`src/include/perf_mon_settings.svh`:
```
`ifndef PERF_MON_SETTINGS_SVH
`define PERF_MON_SETTINGS_SVH

`define PERF_DATA_W 32 // bus and counter width
`define PERF_ADDR_W 8
`define PERF_NUM_CNT 8

// byte addresses, counter i sits at 4*i
`define PERF_ADDR_STATUS 8'h20 // bit 0 current freeze
`define PERF_ADDR_CTRL 8'h24 // bit 0 written as 1 clears counters

`define PERF_RESP_OKAY 2'b00
`define PERF_RESP_SLVERR 2'b10

// counter slots
`define PERF_CNT_CYCLES 0
`define PERF_CNT_DMEM 1
`define PERF_CNT_IMEM 2
`define PERF_CNT_DX 3
`define PERF_CNT_REDIRECT 4
`define PERF_CNT_RSRV 5
`define PERF_CNT_CGNI_FULL 6
`define PERF_CNT_CGNO_FULL 7

`endif
```
`src/logic/perf_mon_pkg.sv`:
```
`default_nettype none

`include "perf_mon_settings.svh"

package perf_mon_pkg;

  typedef logic [`PERF_DATA_W-1:0] cnt_t;
  typedef logic [$clog2(`PERF_NUM_CNT)-1:0] cnt_idx_t;
  typedef logic [`PERF_ADDR_W-1:0] axil_addr_t;
  typedef logic [`PERF_DATA_W-1:0] axil_data_t;
  typedef logic [1:0] axil_resp_t;
  typedef logic [`PERF_NUM_CNT-1:0] cnt_inc_t; // one bit per counter slot
  typedef cnt_t [`PERF_NUM_CNT-1:0] cnt_array_t;

  // status sampled from the core every cycle
  typedef struct packed {
    logic freeze;
    logic imem_wait;
    logic dmem_wait;
    logic dmem_en;
    logic rsrv_stall; // lr.w.acquire wait
    logic dx_stall; // bypass and load use
    logic redirect; // branch taken penalty
    logic in_ready; // proc input buffer accepting
    logic out_ready; // output buffer accepting
  } core_events_s;

  typedef struct packed {
    logic                      awvalid;
    axil_addr_t                awaddr;
    logic                      wvalid;
    axil_data_t                wdata;
    logic [`PERF_DATA_W/8-1:0] wstrb;
    logic                      bready;
    logic                      arvalid;
    axil_addr_t                araddr;
    logic                      rready;
  } axil_req_s;

  typedef struct packed {
    logic       awready;
    logic       wready;
    logic       bvalid;
    axil_resp_t bresp;
    logic       arready;
    logic       rvalid;
    axil_data_t rdata;
    axil_resp_t rresp;
  } axil_rsp_s;

  typedef enum logic [1:0] {IDLE, WRITE_RESP, READ_RESP} axil_state_e;

endpackage

`default_nettype wire

```
`src/logic/perf_mon_top.sv`:
```
`default_nettype none

module perf_mon_top
  (
    input  logic                       clk_i,
    input  logic                       rst_n_i,
    input  perf_mon_pkg::core_events_s events_i,
    input  perf_mon_pkg::axil_req_s    axil_req_i,
    output perf_mon_pkg::axil_rsp_s    axil_rsp_o
  );

  import perf_mon_pkg::*;

  cnt_inc_t   inc;
  logic       clear;
  logic       frozen;
  logic       soft_clear;
  cnt_array_t counts;
  logic       wr_en;
  axil_addr_t wr_addr;
  axil_data_t wr_data;
  axil_resp_t wr_resp;
  logic       rd_en;
  axil_addr_t rd_addr;
  axil_data_t rd_data;
  axil_resp_t rd_resp;

  stall_classifier u_stall_classifier (
    .clk_i        (clk_i),
    .rst_n_i      (rst_n_i),
    .events_i     (events_i),
    .soft_clear_i (soft_clear),
    .inc_o        (inc),
    .clear_o      (clear),
    .frozen_o     (frozen)
  );

  perf_counter_bank u_perf_counter_bank (
    .clk_i    (clk_i),
    .rst_n_i  (rst_n_i),
    .inc_i    (inc),
    .clear_i  (clear),
    .counts_o (counts)
  );

  axil_slave_fsm u_axil_slave_fsm (
    .clk_i     (clk_i),
    .rst_n_i   (rst_n_i),
    .req_i     (axil_req_i),
    .rsp_o     (axil_rsp_o),
    .wr_en_o   (wr_en),
    .wr_addr_o (wr_addr),
    .wr_data_o (wr_data),
    .wr_resp_i (wr_resp),
    .rd_en_o   (rd_en),
    .rd_addr_o (rd_addr),
    .rd_data_i (rd_data),
    .rd_resp_i (rd_resp)
  );

  perf_csr_file u_perf_csr_file (
    .clk_i        (clk_i),
    .rst_n_i      (rst_n_i),
    .wr_en_i      (wr_en),
    .wr_addr_i    (wr_addr),
    .wr_data_i    (wr_data),
    .wr_resp_o    (wr_resp),
    .rd_en_i      (rd_en),
    .rd_addr_i    (rd_addr),
    .rd_data_o    (rd_data),
    .rd_resp_o    (rd_resp),
    .counts_i     (counts),
    .frozen_i     (frozen),
    .soft_clear_o (soft_clear)
  );

endmodule

`default_nettype wire

```
`src/logic/perf_csr_file.sv`:
```
`default_nettype none

`include "perf_mon_settings.svh"

module perf_csr_file
  (
    input  logic                     clk_i,
    input  logic                     rst_n_i,
    input  logic                     wr_en_i,
    input  perf_mon_pkg::axil_addr_t wr_addr_i,
    input  perf_mon_pkg::axil_data_t wr_data_i,
    output perf_mon_pkg::axil_resp_t wr_resp_o,
    input  logic                     rd_en_i,
    input  perf_mon_pkg::axil_addr_t rd_addr_i,
    output perf_mon_pkg::axil_data_t rd_data_o,
    output perf_mon_pkg::axil_resp_t rd_resp_o,
    input  perf_mon_pkg::cnt_array_t counts_i,
    input  logic                     frozen_i,
    output logic                     soft_clear_o
  );

  import perf_mon_pkg::*;

  cnt_idx_t rd_idx;
  logic     rd_is_cnt;
  logic     rd_is_status;
  logic     wr_is_ctrl;
  logic     soft_clear_q;

  assign rd_idx       = rd_addr_i[2 +: $bits(cnt_idx_t)];
  assign rd_is_cnt    = (rd_addr_i < axil_addr_t'(`PERF_NUM_CNT * 4))
                        && (rd_addr_i[1:0] == 2'b00); // word aligned only
  assign rd_is_status = (rd_addr_i == `PERF_ADDR_STATUS);
  assign wr_is_ctrl   = (wr_addr_i == `PERF_ADDR_CTRL);

  always_comb
  begin
    rd_data_o = '0;
    rd_resp_o = `PERF_RESP_OKAY;
    if (rd_en_i)
    begin
      if (rd_is_cnt)
      begin
        rd_data_o = counts_i[rd_idx];
      end
      else if (rd_is_status)
      begin
        rd_data_o = axil_data_t'(frozen_i);
      end
      else
      begin
        rd_resp_o = `PERF_RESP_SLVERR;
      end
    end
  end

  // counters are read only, ctrl is the only writable word
  assign wr_resp_o = wr_is_ctrl ? `PERF_RESP_OKAY : `PERF_RESP_SLVERR;

  always_ff @(posedge clk_i or negedge rst_n_i)
  begin
    if (!rst_n_i)
    begin
      soft_clear_q <= 1'b0;
    end
    else
    begin
      soft_clear_q <= wr_en_i & wr_is_ctrl & wr_data_i[0]; // one cycle pulse
    end
  end

  assign soft_clear_o = soft_clear_q;

endmodule

`default_nettype wire

```
`src/logic/axil_slave_fsm.sv`:
```
`default_nettype none

`include "perf_mon_settings.svh"

module axil_slave_fsm
  (
    input  logic                     clk_i,
    input  logic                     rst_n_i,
    input  perf_mon_pkg::axil_req_s  req_i,
    output perf_mon_pkg::axil_rsp_s  rsp_o,
    output logic                     wr_en_o,
    output perf_mon_pkg::axil_addr_t wr_addr_o,
    output perf_mon_pkg::axil_data_t wr_data_o,
    input  perf_mon_pkg::axil_resp_t wr_resp_i,
    output logic                     rd_en_o,
    output perf_mon_pkg::axil_addr_t rd_addr_o,
    input  perf_mon_pkg::axil_data_t rd_data_i,
    input  perf_mon_pkg::axil_resp_t rd_resp_i
  );

  import perf_mon_pkg::*;

  axil_state_e state_q;
  logic        wr_ready_q; // drives awready and wready together
  logic        rd_ready_q;
  axil_resp_t  bresp_q;
  axil_data_t  rdata_q;
  axil_resp_t  rresp_q;
  axil_data_t  strb_mask;

  // handshake edges
  assign rd_en_o = rd_ready_q & req_i.arvalid;
  assign wr_en_o = wr_ready_q & req_i.awvalid & req_i.wvalid;

  assign rd_addr_o = req_i.araddr;
  assign wr_addr_o = req_i.awaddr;

  always_comb
  begin
    for (int b = 0; b < `PERF_DATA_W/8; b++)
    begin
      strb_mask[8*b +: 8] = {8{req_i.wstrb[b]}};
    end
  end

  assign wr_data_o = req_i.wdata & strb_mask; // unstrobed bytes read as 0

  always_ff @(posedge clk_i or negedge rst_n_i)
  begin
    if (!rst_n_i)
    begin
      state_q    <= IDLE;
      wr_ready_q <= 1'b0;
      rd_ready_q <= 1'b0;
    end
    else
    begin
      case (state_q)
        IDLE:
        begin
          if (rd_en_o)
          begin
            state_q    <= READ_RESP;
            rd_ready_q <= 1'b0;
          end
          else if (wr_en_o)
          begin
            state_q    <= WRITE_RESP;
            wr_ready_q <= 1'b0;
          end
          else
          begin
            // read wins when both are requested
            rd_ready_q <= req_i.arvalid;
            wr_ready_q <= req_i.awvalid & req_i.wvalid & ~req_i.arvalid;
          end
        end
        WRITE_RESP:
        begin
          if (req_i.bready)
            state_q <= IDLE;
        end
        READ_RESP:
        begin
          if (req_i.rready)
            state_q <= IDLE;
        end
        default:
        begin
          state_q <= IDLE;
        end
      endcase
    end
  end

  always_ff @(posedge clk_i)
  begin
    if (rd_en_o)
    begin
      rdata_q <= rd_data_i;
      rresp_q <= rd_resp_i;
    end
    if (wr_en_o)
      bresp_q <= wr_resp_i;
  end

  always_comb
  begin
    rsp_o.awready = wr_ready_q;
    rsp_o.wready  = wr_ready_q;
    rsp_o.bvalid  = (state_q == WRITE_RESP);
    rsp_o.bresp   = bresp_q;
    rsp_o.arready = rd_ready_q;
    rsp_o.rvalid  = (state_q == READ_RESP);
    rsp_o.rdata   = rdata_q;
    rsp_o.rresp   = rresp_q;
  end

endmodule

`default_nettype wire

```
`src/logic/perf_counter_bank.sv`:
```
`default_nettype none

`include "perf_mon_settings.svh"

module perf_counter_bank
  (
    input  logic                     clk_i,
    input  logic                     rst_n_i,
    input  perf_mon_pkg::cnt_inc_t   inc_i,
    input  logic                     clear_i,
    output perf_mon_pkg::cnt_array_t counts_o
  );

  import perf_mon_pkg::*;

  cnt_array_t cnt_q;

  // wrapping counters, clear beats increment
  always_ff @(posedge clk_i or negedge rst_n_i)
  begin
    if (!rst_n_i)
    begin
      cnt_q <= '0;
    end
    else if (clear_i)
    begin
      cnt_q <= '0;
    end
    else
    begin
      for (int i = 0; i < `PERF_NUM_CNT; i++)
      begin
        if (inc_i[i])
          cnt_q[i] <= cnt_q[i] + cnt_t'(1);
      end
    end
  end

  assign counts_o = cnt_q;

endmodule

`default_nettype wire

```
`src/logic/stall_classifier.sv`:
```
`default_nettype none

`include "perf_mon_settings.svh"

module stall_classifier
  (
    input  logic                       clk_i,
    input  logic                       rst_n_i,
    input  perf_mon_pkg::core_events_s events_i,
    input  logic                       soft_clear_i,
    output perf_mon_pkg::cnt_inc_t     inc_o,
    output logic                       clear_o,
    output logic                       frozen_o
  );

  import perf_mon_pkg::*;

  logic freeze_r;
  logic unfreeze;

  // starts frozen so the first release also clears
  always_ff @(posedge clk_i or negedge rst_n_i)
  begin
    if (!rst_n_i)
    begin
      freeze_r <= 1'b1;
    end
    else
    begin
      freeze_r <= events_i.freeze;
    end
  end

  assign unfreeze = freeze_r & ~events_i.freeze; // tile leaving freeze
  assign clear_o  = unfreeze | soft_clear_i;
  assign frozen_o = freeze_r;

  always_comb
  begin
    inc_o = '0;
    if (!events_i.freeze)
    begin
      inc_o[`PERF_CNT_CYCLES] = 1'b1;
      inc_o[`PERF_CNT_IMEM]   = events_i.imem_wait;
      // one cause per cycle, dmem first
      if (events_i.dmem_wait & events_i.dmem_en)
        inc_o[`PERF_CNT_DMEM] = 1'b1;
      else if (events_i.rsrv_stall)
        inc_o[`PERF_CNT_RSRV] = 1'b1;
      else if (events_i.dx_stall)
        inc_o[`PERF_CNT_DX] = 1'b1;
      else if (events_i.redirect)
        inc_o[`PERF_CNT_REDIRECT] = 1'b1;
      inc_o[`PERF_CNT_CGNI_FULL] = ~events_i.in_ready;
      inc_o[`PERF_CNT_CGNO_FULL] = ~events_i.out_ready;
    end
  end

endmodule

`default_nettype wire

```
`config.mk`:
```
export PLATFORM = sky130hd
export DESIGN_NAME = perf_mon_top
export DESIGN_NICKNAME = d
export VERILOG_FILES = /design/src/logic/perf_mon_pkg.sv /design/src/logic/perf_mon_top.sv /design/src/logic/perf_csr_file.sv /design/src/logic/axil_slave_fsm.sv /design/src/logic/perf_counter_bank.sv /design/src/logic/stall_classifier.sv
export VERILOG_INCLUDE_DIRS = /design/src /design/src/include
export SDC_FILE = /design/constraint.sdc
export NUM_CORES = 1
export LEC_CHECK = 0
export BUFFER_PORTS_ARGS = -buffer_cell sky130_fd_sc_hd__buf_2
export CAP_MARGIN = 10
export CORE_ASPECT_RATIO = 1.75
export CORE_MARGIN = 2
export CORE_UTILIZATION = 40
export CTS_BUF_LIST = sky130_fd_sc_hd__clkbuf_8 sky130_fd_sc_hd__clkbuf_16
export CTS_CLUSTER_DIAMETER = 80
export DETAILED_ROUTE_END_ITERATION = 7
export PLACE_DENSITY = 0.68
export SLEW_MARGIN = 20
export SYNTH_ARGS = -nofsm -noshare
export SYNTH_HDL_FRONTEND = slang
export SYNTH_SLANG_ARGS = --single-unit
```
`constraint.sdc`:
```
create_clock -name clk_i -period 4 [get_ports clk_i]
set_input_delay 0.8 -clock clk_i [delete_from_list [all_inputs] [get_ports clk_i]]
set_output_delay 0.8 -clock clk_i [all_outputs]
set_load 0.1 [all_outputs]
```
==> metrics.cfg <==
[outcome]
status = complete, no violations

[logic_synthesis]
synth-edff-count = 34
synth-seq-cells = 296
ys_types = 66
synth_async_sr_flop_share_pct = 88.51
post_synth.cell_area_avg_um2 = 10.17
post_synth_instance_area_um2 = 16540
synth_seq_area_share_pct = 45.82
synth-main-ff-cell = sky130_fd_sc_hd__dfrtp_1
yosysWarningCount = 0
netlist_instances = 1627

[worst_setup_path]
cp_slowest_stage_delay_ns = 0.94
setup.worst_path.end_class = flip-flop
critical_path.startpoint_type = flip-flop
crit_family = simple AND/OR/NAND/NOR gates
r2r_start = u_perf_csr_file.soft_clear_o$_DFF_PN0_
critical_path.max_fanout = 13
timing.critical_path.required_ns = 4.46
timing.rr.end = u_perf_counter_bank.counts_o[63]$_DFFE_PN0P_
setup.reg_to_reg.worst_slack_ns = 1.05
critical_path_cell_list = a211oi_1 > or3_4 > or4_1 > or3_1 > a21oi_1
critPathCapture = u_perf_counter_bank.counts_o[63]$_DFFE_PN0P_
worst_r2r_path_depth = 5
worst_ep_arrival_time_ns = 3.41
cp_num_buf_inv = 0
critPathLaunch = u_perf_csr_file.soft_clear_o$_DFF_PN0_
path_class = reg -> reg
highest_delay_cell_along_the_critical_path = sky130_fd_sc_hd__dfrtp_1
worst-path-stages = 5

[sta]
hold_ws_ns = 0.2378
final.setup.tns_ns = 0
hold_vio_cnt_final = 0
final_min_period_over_clock_period_pct = 73.78
setup_clock_skew_after_layout_ns = 0.01681
fmax_mhz = 338.8
setup_viol = 0
worstMarginPinSlew_ns = 1.195
finalWorstPathRequiredPeriod_ns = 2.951
max-slew-margin-rel_pct = 19.60
slew_viol_final = 0
unrepaired_setup_endpoints_after_global_routing = no

[placed_design]
gp_congestion = 0.9005
io_buffer_count = 72
hpwlAfterDp_mm = 34.21

[clocking]
cts_setup_buffers = 0
ctsLongestPathBuffers = 3
cts_max_level = 1
cts.reportedPaths.clkPinSlew_ns = 0.07
clock_latency_ns = 0.55
number_of_clock_sinks = 296
tritoncts = done
cts_buffers = 27
cts_resized = 0
ctsRootBufferMaster = sky130_fd_sc_hd__clkbuf_16
cts-hold-fix-buffers = 0

[pwr]
netSwitchingPower_mw = 2.040
p_leak_nw = 7.486
combinationalPowerShare_pct = 13.8
cellInternalPower_mw = 4.956
power.ir.vdd_worst_mv = 0.2966
p_clk_share_pct = 39.9
power-per-cell-area_nw_per_um2 = 378.1
swShare_pct = 29.16
seq_power_share_pct = 46.4

[grt]
groute.usage.overall_pct = 21.72
antenna_violations_before_repair = 1
global_route_wire_length_before_repair_mm = 72.93
grt_max_degree = 95
grt_overflow_total = 0
first_global_vias = 13450

[finish]
most_frequent_standard_cell_in_the_layout_excluding_fill_and_tap_cells = sky130_fd_sc_hd__dfrtp_1
areaGrowthSynthToFinish_pct = 11.88
drive_above_1_share_pct = 14.29
layout.nets = 1750
layout_common_cells = sky130_fd_sc_hd__dfrtp_1, sky130_fd_sc_hd__nor2_1, sky130_fd_sc_hd__nand2_1, sky130_fd_sc_hd__xnor2_1, sky130_fd_sc_hd__nand3_1

[hold_path]
min-delay-path-class = in -> async

[die]
initial_core_util_pct = 40.51
ios = 109
placeableCoreArea_um2 = 40830
die-area_um2 = 43060
rows = 98
die_h_um = 273
dieWidth_um = 157.7

[detailed_routing]
count_of_routing_violations_after_the_opening_detailed_route_iteration = 856
detail_route.first_pass.iterations = 6
ant_nets = 0
drt_total_wl_mm = 46.13
routed_wire_length_per_instance_um = 20.56
detail_route.drc_violations = 0
num_vias = 13220
routed_via_density = 5.889

[flow_run]
cap_violations = 0

[flip-flops by register name (all words and copies together), names as in the netlist]
signal and cells:
u_axil_slave_fsm.rresp_q 1, u_axil_slave_fsm.bresp_q 1, u_perf_counter_bank.counts_o 256, u_stall_classifier.frozen_o 1, u_axil_slave_fsm.rd_ready_q 1, u_axil_slave_fsm.wr_ready_q 1, u_perf_csr_file.soft_clear_o 1, u_axil_slave_fsm.rdata_q 32
u_axil_slave_fsm.state_q 2
[metal layers]
layer	vias up	global-route usage (%)	wire length [µm]
li1	5978	-	-
met1	6644	23.42	16250
met2	457	39.43	24590
met3	136	2.173	1878
met4	0	14.76	3409
met5	-	0	0
[through the flow]
stage | cell area [µm²] | total power, mW | instances | setup WS, ns | utilization (%)
2_1_floorplan | 16540 | 4.014 | 1628 | 1.408 | -
3_3_place_gp | 17550 | 4.250 | 2195 | 0.9047 | 42.99
3_5_place_dp | 17550 | 4.272 | 2195 | 0.8034 | 42.99
4_1_cts | 18490 | 7.056 | 2243 | 1.068 | 45.29
5_1_grt | 18500 | 7.218 | 2244 | 1.019 | 45.32
6_report | 18500 | 6.996 | 2244 | 1.049 | 45.32
[cell usage after synthesis, drive strengths merged, types with 6 or more instances]
cell type | count | area share, %
dfrtp | 261 | 39
nor2 | 251 | 5.7
nand2 | 111 | 2.5
xnor2 | 107 | 5.7
nand3 | 89 | 2.7
xor2 | 86 | 4.6
nand4 | 79 | 3.1
clkbuf | 66 | 1.6
mux4 | 64 | 8.7
nor4 | 58 | 2.2
a21oi | 51 | 1.5
or3 | 41 | 1.6
and3 | 39 | 1.5
mux2i | 39 | 2.4
o21ai | 39 | 1.2
edfxtp | 34 | 6.2
nor3 | 31 | 1.0
and4 | 30 | 1.6
buf | 20 | 0.64
inv | 19 | 0.43
and2 | 18 | 0.69
or4 | 12 | 0.57
nor4b | 9 | 0.48
ha | 8 | 0.61
o31ai | 8 | 0.36
nor2b | 7 | 0.31
a211oi | 6 | 0.42
nand4b | 6 | 0.32
[how the worst min path moves through the flow]
stage / startpoint / end / slack (ns) / cells past startpoint
floorplan: u_axil_slave_fsm.rd_ready_q$_DFFE_PN0P_ / u_axil_slave_fsm.rd_ready_q$_DFFE_PN0P_ / 0.46 / 2
global placement: u_axil_slave_fsm.rd_ready_q$_DFFE_PN0P_ / u_axil_slave_fsm.rd_ready_q$_DFFE_PN0P_ / 0.48 / 2
detailed placement: u_axil_slave_fsm.rd_ready_q$_DFFE_PN0P_ / u_axil_slave_fsm.rd_ready_q$_DFFE_PN0P_ / 0.51 / 2
CTS: rst_n_i / u_perf_counter_bank.counts_o[244]$_DFFE_PN0P_ / 0.29 / 1
global route: rst_n_i / u_perf_counter_bank.counts_o[245]$_DFFE_PN0P_ / 0.31 / 1
finish: rst_n_i / u_perf_counter_bank.counts_o[245]$_DFFE_PN0P_ / 0.24 / 1
[area by class of cell]
type	instances	area, µm²
tap	550	688.2
inverter	19	71.32
timing repair buffer	103	680.7
clock buffer	32	755.7
clock inverter	16	183.9
multi-input combinational	1227	8543
antenna	1	2.502
sequential	296	7579
fill	3709	22330
[logic make-up after synthesis]
kind of cell	after synthesis	synth area share [%]
flip-flops	296	45.82
AO/OA/AOI/OAI	120	4.297
buffers and inverters	105	2.693
XOR/XNOR	193	10.22
adder cells (fa/ha/maj)	8	0.6052
AND/OR/NAND/NOR	801	25.24
other	1	0.02267
multiplexers	103	11.10
[worst reg2reg max path, stage by stage, from the launching register on]
cell	delay, ns
sky130_fd_sc_hd__dfrtp_1	0.94
sky130_fd_sc_hd__a211oi_1	0.22
sky130_fd_sc_hd__or3_4	0.49
sky130_fd_sc_hd__or4_1	0.67
sky130_fd_sc_hd__or3_1	0.41
sky130_fd_sc_hd__a21oi_1	0.14
[power by group through the flow]
stage,clock (mW),combinational [mW],sequential (mW)
6_report,2.79,0.965,3.24
5_1_grt,2.94,1.02,3.25
4_1_cts,2.84,0.973,3.24
3_5_place_dp,0,0.970,3.30
3_3_place_gp,0,0.955,3.30
2_1_floorplan,0,0.418,3.60
Note: power is estimated with default switching activity, not from simulation.
